--- src/dircc_cfg.svh ---
`ifndef DIRCC_CFG_SVH
`define DIRCC_CFG_SVH

`define DIRCC_NUM_DEVICES       8
`define DIRCC_DEV_ADDR_W        16
`define DIRCC_PACKET_W          96
`define DIRCC_USER_STATE_BYTES  4
`define DIRCC_STATE_W           48

// Packet layout.
`define DIRCC_PKT_DST_HI        95
`define DIRCC_PKT_DST_LO        80
`define DIRCC_PKT_SRC_HI        79
`define DIRCC_PKT_SRC_LO        64
`define DIRCC_PKT_TICK_HI       63
`define DIRCC_PKT_TICK_LO       0

// Device state holds framework state, framework extra and user state.
`define DIRCC_ST_FW_HI          47
`define DIRCC_ST_FW_LO          40
`define DIRCC_ST_EXTRA_HI       39
`define DIRCC_ST_EXTRA_LO       32
`define DIRCC_ST_USER_HI        31
`define DIRCC_ST_USER_LO        0

`define DIRCC_US_COUNT_HI       15
`define DIRCC_US_COUNT_LO       0
`define DIRCC_US_RTS_HI         31
`define DIRCC_US_RTS_LO         16 // Only this bit of the field is used.

`endif

--- src/dircc_types_pkg.sv ---
`include "dircc_cfg.svh"

package dircc_types_pkg;

    typedef logic [`DIRCC_DEV_ADDR_W-1:0] dev_addr_t;

    typedef logic [`DIRCC_PACKET_W-1:0] packet_t;

    typedef logic [`DIRCC_STATE_W-1:0] device_state_t;

    typedef logic [8*`DIRCC_USER_STATE_BYTES-1:0] user_state_t;

    localparam int ram_index_w = $clog2(`DIRCC_NUM_DEVICES);

    typedef logic [ram_index_w-1:0] ram_index_t;

    // Receive path runs read_rx..write_rx, send path read_scan..write_tx.
    typedef enum logic [2:0] {
        idle,
        read_rx,
        receive,
        write_rx,
        read_scan,
        send,
        write_tx
    } ctrl_state_e;

endpackage : dircc_types_pkg

--- src/dircc_state_ram.sv ---
`timescale 1ns/1ps
`include "dircc_cfg.svh"

module dircc_state_ram (
    input  logic                           clk,
    input  logic                           reset_n,

    input  logic                           rd_en,
    input  dircc_types_pkg::ram_index_t    rd_index,
    output dircc_types_pkg::device_state_t rd_state,

    input  logic                           wr_en,
    input  dircc_types_pkg::ram_index_t    wr_index,
    input  dircc_types_pkg::device_state_t wr_state
);

    dircc_types_pkg::device_state_t mem [`DIRCC_NUM_DEVICES];

    // All devices start with a zero state.
    always_ff @(posedge clk, negedge reset_n) begin
        if (!reset_n) begin
            for (int i = 0; i < `DIRCC_NUM_DEVICES; i++) begin
                mem[i] <= '0;
            end
        end else begin
            if (wr_en) begin
                mem[wr_index] <= wr_state;
            end
        end
    end

    // Registered read returns old data on a same-index write.
    always_ff @(posedge clk) begin
        if (rd_en) begin
            rd_state <= mem[rd_index];
        end
    end

endmodule : dircc_state_ram

--- src/dircc_receive_handler.sv ---
`timescale 1ns/1ps
`include "dircc_cfg.svh"

module dircc_receive_handler (
    input  logic                           clk,
    input  logic                           reset_n,

    input  dircc_types_pkg::dev_addr_t     address,

    input  logic                           receive_done,
    input  dircc_types_pkg::packet_t       packet_in,
    input  logic                           packet_in_valid,
    output logic                           packet_handled,

    input  dircc_types_pkg::device_state_t read_state,

    output dircc_types_pkg::device_state_t write_state,
    output logic                           write_state_valid
);

    dircc_types_pkg::user_state_t old_user;
    dircc_types_pkg::user_state_t new_user;
    dircc_types_pkg::dev_addr_t   dest;
    logic                         handle;

    assign old_user = read_state[`DIRCC_ST_USER_HI:`DIRCC_ST_USER_LO];
    assign dest     = packet_in[`DIRCC_PKT_DST_HI:`DIRCC_PKT_DST_LO];
    assign handle   = receive_done && packet_in_valid;

    // Framework fields are not touched by the tick handler.
    assign write_state = {read_state[`DIRCC_ST_FW_HI:`DIRCC_ST_FW_LO],
                          read_state[`DIRCC_ST_EXTRA_HI:`DIRCC_ST_EXTRA_LO],
                          new_user};

    always_ff @(posedge clk, negedge reset_n) begin
        if (!reset_n) begin
            write_state_valid <= 1'b0;
            packet_handled    <= 1'b0;
        end else begin
            write_state_valid <= handle;
            packet_handled    <= handle;
        end
    end

    always_ff @(posedge clk) begin
        if (handle) begin
            if (dest == address) begin
                new_user <= old_user;
                new_user[`DIRCC_US_COUNT_HI:`DIRCC_US_COUNT_LO] <=
                    old_user[`DIRCC_US_COUNT_HI:`DIRCC_US_COUNT_LO] + 1'b1; // Wraps at 16 bits.
                new_user[`DIRCC_US_RTS_HI:`DIRCC_US_RTS_LO] <= 16'd1;
            end else begin
                new_user <= old_user; // A foreign packet keeps the state as is.
            end
        end
    end

endmodule : dircc_receive_handler

--- src/dircc_send_handler.sv ---
`timescale 1ns/1ps
`include "dircc_cfg.svh"

module dircc_send_handler (
    input  logic                           clk,
    input  logic                           reset_n,

    input  logic                           send_start,
    input  dircc_types_pkg::dev_addr_t     address,
    input  dircc_types_pkg::device_state_t read_state,

    output dircc_types_pkg::packet_t       pkt_out,
    output logic                           pkt_out_valid,
    input  logic                           pkt_out_ready,

    output logic                           send_done,
    output dircc_types_pkg::device_state_t write_state
);

    dircc_types_pkg::user_state_t user;
    dircc_types_pkg::dev_addr_t   next_dev;
    logic [`DIRCC_PKT_TICK_HI-`DIRCC_PKT_TICK_LO:0] tick;

    assign user = read_state[`DIRCC_ST_USER_HI:`DIRCC_ST_USER_LO];

    // Ring neighbour inside the node.
    assign next_dev = dircc_types_pkg::dev_addr_t'((address + 1'b1) % `DIRCC_NUM_DEVICES);

    assign tick = {{(`DIRCC_PKT_TICK_HI - `DIRCC_PKT_TICK_LO + 1 -
                     (`DIRCC_US_COUNT_HI - `DIRCC_US_COUNT_LO + 1)){1'b0}},
                   user[`DIRCC_US_COUNT_HI:`DIRCC_US_COUNT_LO]};

    assign send_done = pkt_out_valid && pkt_out_ready;

    always_ff @(posedge clk, negedge reset_n) begin
        if (!reset_n) begin
            pkt_out_valid <= 1'b0;
        end else begin
            if (send_start) begin
                pkt_out_valid <= 1'b1;
            end else if (send_done) begin
                pkt_out_valid <= 1'b0;
            end
        end
    end

    // Packet and write-back state stay put until the controller is done.
    always_ff @(posedge clk) begin
        if (send_start) begin
            pkt_out[`DIRCC_PKT_DST_HI:`DIRCC_PKT_DST_LO]   <= next_dev;
            pkt_out[`DIRCC_PKT_SRC_HI:`DIRCC_PKT_SRC_LO]   <= address;
            pkt_out[`DIRCC_PKT_TICK_HI:`DIRCC_PKT_TICK_LO] <= tick;

            write_state <= read_state;
            write_state[`DIRCC_ST_USER_LO + `DIRCC_US_RTS_HI:
                        `DIRCC_ST_USER_LO + `DIRCC_US_RTS_LO] <= '0; // Flag cleared.
        end
    end

endmodule : dircc_send_handler

--- src/dircc_device_controller.sv ---
`timescale 1ns/1ps
`include "dircc_cfg.svh"

module dircc_device_controller (
    input  logic                           clk,
    input  logic                           reset_n,

    input  dircc_types_pkg::packet_t       pkt_in,
    input  logic                           pkt_in_valid,
    output logic                           pkt_in_ready,

    output logic                           rd_en,
    output dircc_types_pkg::ram_index_t    rd_index,
    input  dircc_types_pkg::device_state_t rd_state,
    output logic                           wr_en,
    output dircc_types_pkg::ram_index_t    wr_index,
    output dircc_types_pkg::device_state_t wr_state,

    output logic                           receive_done,
    output dircc_types_pkg::packet_t       packet_reg,
    output logic                           packet_reg_valid,
    output dircc_types_pkg::dev_addr_t     device_address,
    input  logic                           write_state_valid,
    input  dircc_types_pkg::device_state_t rx_write_state,

    output logic                           send_start,
    input  logic                           send_done,
    input  dircc_types_pkg::device_state_t tx_write_state
);

    dircc_types_pkg::ctrl_state_e state;
    dircc_types_pkg::ram_index_t  rx_index;
    dircc_types_pkg::ram_index_t  scan_index;
    dircc_types_pkg::ram_index_t  cur_index;
    logic                         running; // Low for the first cycle after reset.
    logic                         send_busy;
    logic                         rts;
    logic                         rx_path;

    assign rx_index = dircc_types_pkg::ram_index_t'(
        packet_reg[`DIRCC_PKT_DST_HI:`DIRCC_PKT_DST_LO]);
    assign rts      = rd_state[`DIRCC_ST_USER_LO + `DIRCC_US_RTS_LO];

    assign rx_path = (state == dircc_types_pkg::read_rx) ||
                     (state == dircc_types_pkg::receive) ||
                     (state == dircc_types_pkg::write_rx);
    assign cur_index = rx_path ? rx_index : scan_index;

    assign pkt_in_ready   = running && (state == dircc_types_pkg::idle);
    assign rd_en          = (state == dircc_types_pkg::read_rx) ||
                            (state == dircc_types_pkg::read_scan);
    assign rd_index       = cur_index;
    assign wr_en          = ((state == dircc_types_pkg::write_rx) && write_state_valid) ||
                            (state == dircc_types_pkg::write_tx);
    assign wr_index       = cur_index;
    assign wr_state       = rx_path ? rx_write_state : tx_write_state;
    assign receive_done   = (state == dircc_types_pkg::receive);
    assign device_address = dircc_types_pkg::dev_addr_t'(cur_index);
    assign send_start     = (state == dircc_types_pkg::send) && !send_busy && rts;

    always_ff @(posedge clk, negedge reset_n) begin
        if (!reset_n) begin
            state            <= dircc_types_pkg::idle;
            running          <= 1'b0;
            send_busy        <= 1'b0;
            scan_index       <= '0;
            packet_reg_valid <= 1'b0;
        end else begin
            running <= 1'b1;
            case (state)
                dircc_types_pkg::idle: begin
                    if (pkt_in_valid && pkt_in_ready) begin
                        state            <= dircc_types_pkg::read_rx;
                        packet_reg_valid <= 1'b1;
                    end else if (running) begin
                        state <= dircc_types_pkg::read_scan; // Scan when nothing is waiting.
                    end
                end
                dircc_types_pkg::read_rx:   state <= dircc_types_pkg::receive;
                dircc_types_pkg::receive:   state <= dircc_types_pkg::write_rx;
                dircc_types_pkg::write_rx: begin
                    state            <= dircc_types_pkg::idle;
                    packet_reg_valid <= 1'b0;
                end
                dircc_types_pkg::read_scan: state <= dircc_types_pkg::send;
                dircc_types_pkg::send: begin
                    if (send_busy) begin
                        if (send_done) begin
                            state     <= dircc_types_pkg::write_tx;
                            send_busy <= 1'b0;
                        end
                    end else if (rts) begin
                        send_busy <= 1'b1;
                    end else begin
                        state      <= dircc_types_pkg::idle;
                        scan_index <= scan_index + 1'b1;
                    end
                end
                dircc_types_pkg::write_tx: begin
                    state      <= dircc_types_pkg::idle;
                    scan_index <= scan_index + 1'b1;
                end
                default: state <= dircc_types_pkg::idle;
            endcase
        end
    end

    always_ff @(posedge clk) begin
        if (pkt_in_valid && pkt_in_ready) begin
            packet_reg <= pkt_in;
        end
    end

endmodule : dircc_device_controller

--- src/dircc_node.sv ---
`timescale 1ns/1ps

module dircc_node (
    input  logic                     clk,
    input  logic                     reset_n,

    input  dircc_types_pkg::packet_t pkt_in,
    input  logic                     pkt_in_valid,
    output logic                     pkt_in_ready,

    output dircc_types_pkg::packet_t pkt_out,
    output logic                     pkt_out_valid,
    input  logic                     pkt_out_ready
);

    logic                           rd_en;
    logic                           wr_en;
    dircc_types_pkg::ram_index_t    rd_index;
    dircc_types_pkg::ram_index_t    wr_index;
    dircc_types_pkg::device_state_t rd_state;
    dircc_types_pkg::device_state_t wr_state;

    logic                           receive_done;
    dircc_types_pkg::packet_t       packet_reg;
    logic                           packet_reg_valid;
    dircc_types_pkg::dev_addr_t     device_address;
    logic                           rx_write_state_valid;
    dircc_types_pkg::device_state_t rx_write_state;

    logic                           send_start;
    logic                           send_done;
    dircc_types_pkg::device_state_t tx_write_state;

    dircc_state_ram u_state_ram (
        .clk      (clk),
        .reset_n  (reset_n),
        .rd_en    (rd_en),
        .rd_index (rd_index),
        .rd_state (rd_state),
        .wr_en    (wr_en),
        .wr_index (wr_index),
        .wr_state (wr_state)
    );

    dircc_device_controller u_controller (
        .clk               (clk),
        .reset_n           (reset_n),
        .pkt_in            (pkt_in),
        .pkt_in_valid      (pkt_in_valid),
        .pkt_in_ready      (pkt_in_ready),
        .rd_en             (rd_en),
        .rd_index          (rd_index),
        .rd_state          (rd_state),
        .wr_en             (wr_en),
        .wr_index          (wr_index),
        .wr_state          (wr_state),
        .receive_done      (receive_done),
        .packet_reg        (packet_reg),
        .packet_reg_valid  (packet_reg_valid),
        .device_address    (device_address),
        .write_state_valid (rx_write_state_valid),
        .rx_write_state    (rx_write_state),
        .send_start        (send_start),
        .send_done         (send_done),
        .tx_write_state    (tx_write_state)
    );

    dircc_receive_handler u_receive_handler (
        .clk               (clk),
        .reset_n           (reset_n),
        .address           (device_address),
        .receive_done      (receive_done),
        .packet_in         (packet_reg),
        .packet_in_valid   (packet_reg_valid),
        .packet_handled    (),
        .read_state        (rd_state),
        .write_state       (rx_write_state),
        .write_state_valid (rx_write_state_valid)
    );

    dircc_send_handler u_send_handler (
        .clk           (clk),
        .reset_n       (reset_n),
        .send_start    (send_start),
        .address       (device_address),
        .read_state    (rd_state),
        .pkt_out       (pkt_out),
        .pkt_out_valid (pkt_out_valid),
        .pkt_out_ready (pkt_out_ready),
        .send_done     (send_done),
        .write_state   (tx_write_state)
    );

endmodule : dircc_node

--- config.mk ---
export PLATFORM = sky130hd
export DESIGN_NAME = dircc_node
export DESIGN_NICKNAME = d
export VERILOG_FILES = /design/src/dircc_types_pkg.sv /design/src/dircc_state_ram.sv /design/src/dircc_receive_handler.sv /design/src/dircc_send_handler.sv /design/src/dircc_device_controller.sv /design/src/dircc_node.sv
export VERILOG_INCLUDE_DIRS = /design/src
export SDC_FILE = /design/constraint.sdc
export NUM_CORES = 1
export LEC_CHECK = 0
export BUFFER_PORTS_ARGS = -buffer_cell sky130_fd_sc_hd__buf_2
export CORE_MARGIN = 2
export CORE_UTILIZATION = 45
export CTS_CLUSTER_SIZE = 30
export DETAILED_ROUTE_END_ITERATION = 12
export GPL_TIMING_DRIVEN = 0
export PLACE_DENSITY = 0.67
export SETUP_SLACK_MARGIN = 0.5
export SLEW_MARGIN = 20
export SYNTH_ARGS = -nofsm -noshare
export SYNTH_HDL_FRONTEND = slang
export SYNTH_SLANG_ARGS = --single-unit
--- constraint.sdc ---
create_clock -name clk -period 6.2 [get_ports clk]
set_clock_uncertainty 0.2 [all_clocks]
set_input_delay 0.93 -clock clk [delete_from_list [all_inputs] [get_ports clk]]
set_output_delay 0.93 -clock clk [all_outputs]
set_load 0.1 [all_outputs]
==> results.md <==
- The flow ran to the end, and the final reports show no timing, DRC or antenna violations.
- The wire length of the first global-routing pass is 39500 um.
- For the worst-skew pair, the clock arrives at the later sink with an insertion delay of 0.52 ns.
- The top flip-flop cell by instance count after synthesis is sky130_fd_sc_hd__dfrtp_1.
- In this run the clock root is driven by a sky130_fd_sc_hd__clkbuf_16.
- In the final design database the tool counted 1143 nets.
- The number of DRC markers after the initial detailed-route iteration is 788.
- The classification of the worst-slack hold path is primary input to asynchronous set/reset pin.
- The critical path goes through buf_6 -> clkbuf_1 -> nor4b_1 -> buf_2.
- The final worst slack is 2.90 ns.
- Yosys printed 0 warnings.
- The number of max-slew violations in the final report is 0.
- The number of placed instances with taps included is 1296.
- The quantity of gates resized following cts is 0.
- The post-route clock period utilization is 53.3%.
- The synthesized netlist occupies a cell area of 9930 um2.
- The most flop-heavy register is u_state_ram.mem.
- Among all stages on the critical path, the largest delay is contributed by sky130_fd_sc_hd__buf_2.
- The number of hold buffers added after cts is 0.
- The number of placement rows is 54.
- The number of max-cap violations is 0.
- Setup violations remaining at the end of the flow were counted as 0.
- The count of buffers from port buffering is 43.
- The starting density of the core is 45.6%.
- The clock drives 219 sinks.
- The maximum VDD drop is 0.000199 V.
- The fraction of the yosys area taken by sequential cells is 58.8%.
- The reg-to-reg critical path endpoint is u_receive_handler.new_user[15]$_DFFE_PP_.
- After routing, the total negative slack on setup checks comes to 0 ns.
- The number of fill cells in the layout is 1938.
- The critical path required time is 5.07 ns.
- The number of buffers inserted during clock tree synthesis is 22.
- The share of the synthesized area in compound gates (AO/OA/AOI/OAI) is 13.2%.
- The die outline width is 153 um.
- Setup repair after global routing left no endpoint under its margin.
- The synthesized area per cell is 11.1 um2.
- The delay of the slowest cell on the worst path is 0.50 ns.
- The sum of overflow across all layers after global routing is 0.
- The count of different cell masters after synthesis is 54.
- Among cell families on the critical path, the largest total delay comes from buffers and inverters.
- For the worst setup path, the data arrival time is 2.17 ns.
- The height of the die is 153 um.
- The power consumption is 5980 uW.
- The floorplan die area is 23300 um2.
- The via count of the first global-routing pass came to 6850.
- For the finished layout, the period the worst path requires is 3.30 ns.
- The startpoint of the worst-slack reg-to-reg timing path is u_controller.scan_index[1]$_DFFE_PN0P_.
- The simple-gate portion of the synthesized area is 10.8%.
- In the synthesized netlist, mux cells make up 6.11% of the area.
- In the final layout, the registers with the most flip-flops are u_state_ram.mem x136, u_send_handler.pkt_out x22.
- 198 I/O pins were placed.
- Synthesis handed over a netlist of 895 instances.
- The register with the most flip-flops in the layout has 136 of them.
- The synthesized netlist devotes 1.94% of its cell area to XOR and XNOR gates.
- The post-CTS setup buffer count is 0.
- The analysis attributes to cell leakage a power of 0.00525 uW.
- The half-perimeter wire length after placement is 18300 um.
- The count of final hold-check violations came to 0.
- After Yosys synthesis, full adders, half adders and majority gates account for 0.378% of the synthesized area.
- After synthesis the netlist holds a flip-flop and latch count of 219.
- The number of cells on the worst reg-to-reg path is 6.
- The critical path capture point type is an output port.
- The setup check on the worst reg-to-reg path leaves a slack of 3.37 ns.
- The post-route non-filler standard cell count is 1336.
- The first detailed-routing pass ran for 8 iterations.
- After clock tree synthesis, the clock-pin slew on the worst setup and hold paths is 0.06 ns.
- The final core utilization is 53.8%.
- After detailed routing, the number of vias per cell comes to 5.37.
- TritonCTS built the clock tree.
- The post-synthesis to final-layout area growth is 18.0%.
- Yosys mapped a number of flops with a built-in enable equal to 72.
- The standard cell core area is 21800 um2.
- The critical path buffer and inverter count is 3.
- Wires add up to 25200 um.
- The routed layout has 7170 vias.
- Before CTS, the worst setup slack after placement is 3.41 ns.
- The fraction of final layout cells sized beyond drive strength 1 is 19.6%.
- The total inserted antenna cells is 0.
- The fraction of registers with async set/reset is 67.1%.
- The number of antenna violations at the first check in global routing is 0.
- The main combinational cell family by area after synthesis is compound AO/OA/AOI/OAI gates.
- The clock passes through at most 3 buffers.
- The worst setup path is of the flop to output port kind.
- The maximum net fanout on the critical path is 10.
- The global-route usage over all layers is 21.6%.
- The congestion estimate from routability-driven global placement came to 0.929.
- The detail-routed net length per standard cell is 18.9 um.
- The depth of the CTS H-tree is 1.
- The final routed DRC violation total is 0.
- For this run, the top clock speed supported by timing is 303 MHz.
- The element type at the critical path start is a flop.
- For the pin with the worst max-slew slack, the measured transition is 0.980 ns.
- The detail route stage leaves a number of antenna-violating nets equal to 0.
- Power spread over the standard cell area amounts to 511 nW/um2.
- The remaining max-slew budget at the tightest pin is 32.8%.
- The largest net degree at the start of global routing is 77.
routing by layer:
metal | part of all wire, % | track usage, % | vias to the layer above
li1 | - | - | 3338
met1 | 43 | 30.0 | 3491
met2 | 47 | 35.0 | 297
met3 | 7.6 | 3.73 | 44
met4 | 2.8 | 6.61 | 0
met5 | 0 | 0 | -
cells in the final DEF (no fill, tap or decap), drive strengths merged, types with 2 or more instances in the layout:
| cell type | instances |
|---|---|
| nor4 | 4 |
| edfxtp | 72 |
| xor2 | 7 |
| clkbuf | 56 |
| bufinv | 7 |
| nor2 | 55 |
| nand4 | 8 |
| nand2b | 6 |
| xnor2 | 15 |
| a222oi | 21 |
| o31ai | 2 |
| o221ai | 7 |
| and2 | 2 |
| mux2 | 21 |
| and3 | 3 |
| nand3b | 4 |
| buf | 145 |
| clkinv | 4 |
| a32oi | 2 |
| a22oi | 8 |
| or2 | 3 |
| dfrtp | 147 |
| nor3b | 3 |
| ha | 3 |
| mux2i | 35 |
| nand3 | 21 |
| nand2 | 114 |
| inv | 12 |
| o22ai | 2 |
| conb | 75 |
| a21oi | 41 |
| o21ai | 111 |
| a221oi | 5 |
| o211ai | 2 |
| nor3 | 12 |
| a211oi | 3 |
| nor2b | 7 |
where the power goes:
part           leakage [uW]  switching [uW]  internal [uW]
sequential          0.00262             325           2070
combinational       0.00221            1340            685
clock              0.000420             569            998
worst max-delay path by stage:
stage                                                      start                                        to  slack, ns  cells after the start
after floorplan                u_controller.state[0]$_DFFE_PN0P_     u_controller.packet_reg[80]$_DFFE_PP_       1.04                      3
after global placement                                   reset_n          u_state_ram.mem[196]$_DFFE_PN0P_       1.84                      1
after detailed placement  u_controller.scan_index[1]$_DFFE_PN0P_  u_receive_handler.new_user[15]$_DFFE_PP_       3.41                      6
after CTS                      u_controller.state[1]$_DFFE_PN0P_                              pkt_in_ready       2.89                      4
after global routing           u_controller.state[1]$_DFFE_PN0P_                              pkt_in_ready       2.79                      4
final                          u_controller.state[1]$_DFFE_PN0P_                              pkt_in_ready       2.90                      4
cell type report:
| class | instances | area [um2] | area share [%] |
|---|---|---|---|
| buffer | 124 | 808 | 6.90 |
| multi-input combinational | 613 | 3520 | 30.0 |
| timing repair buffer | 48 | 290 | 2.48 |
| clock buffer | 29 | 618 | 5.28 |
| sequential | 219 | 5840 | 49.9 |
| tap | 280 | 350 | 2.99 |
| clock inverter | 11 | 245 | 2.09 |
| inverter | 12 | 45.0 | 0.385 |
logic make-up after synthesis:
| kind of cell | after synthesis |
|---|---|
| adder cells (fa/ha/maj) | 3 |
| other | 2 |
| multiplexers | 56 |
| AND/OR/NAND/NOR | 244 |
| buffers and inverters | 136 |
| AO/OA/AOI/OAI | 213 |
| flip-flops | 219 |
| XOR/XNOR | 22 |
cell usage after synthesis (3+ instances only):
cell	instances	area share, %
sky130_fd_sc_hd__nor3_1	12	0.61
sky130_fd_sc_hd__buf_6	5	0.57
sky130_fd_sc_hd__dfrtp_1	147	37
sky130_fd_sc_hd__a221oi_1	4	0.35
sky130_fd_sc_hd__or2_2	3	0.19
sky130_fd_sc_hd__nand4_1	8	0.50
sky130_fd_sc_hd__a222oi_1	21	2.1
sky130_fd_sc_hd__o221ai_1	7	0.62
sky130_fd_sc_hd__inv_1	11	0.42
sky130_fd_sc_hd__clkbuf_1	27	1.0
sky130_fd_sc_hd__nand2_1	114	4.3
sky130_fd_sc_hd__nor2b_1	7	0.44
sky130_fd_sc_hd__a21oi_1	41	2.1
sky130_fd_sc_hd__ha_1	3	0.38
sky130_fd_sc_hd__nor2_1	55	2.1
sky130_fd_sc_hd__nor3b_1	3	0.23
sky130_fd_sc_hd__mux2_1	6	0.68
sky130_fd_sc_hd__xnor2_1	15	1.3
sky130_fd_sc_hd__mux2_2	13	1.5
sky130_fd_sc_hd__nor4_1	4	0.25
sky130_fd_sc_hd__nand3_1	21	1.1
sky130_fd_sc_hd__a22oi_1	8	0.61
sky130_fd_sc_hd__nand2b_1	6	0.38
sky130_fd_sc_hd__buf_2	16	0.81
sky130_fd_sc_hd__and3_1	3	0.19
sky130_fd_sc_hd__mux2i_1	34	3.4
sky130_fd_sc_hd__buf_4	76	5.7
sky130_fd_sc_hd__o21ai_0	110	5.5
sky130_fd_sc_hd__nand3b_1	4	0.30
sky130_fd_sc_hd__xor2_1	7	0.62
sky130_fd_sc_hd__a211oi_1	3	0.23
sky130_fd_sc_hd__edfxtp_1	72	22
per-stage QoR:
step	instance area [um2]	hold slack [ns]
after floorplan	10200	0.243
after global placement	10800	0.260
after detailed placement	10900	0.270
after CTS	11700	0.205
after global routing	11700	0.218
final	11700	0.164
Power figures use the tool's default switching activity.
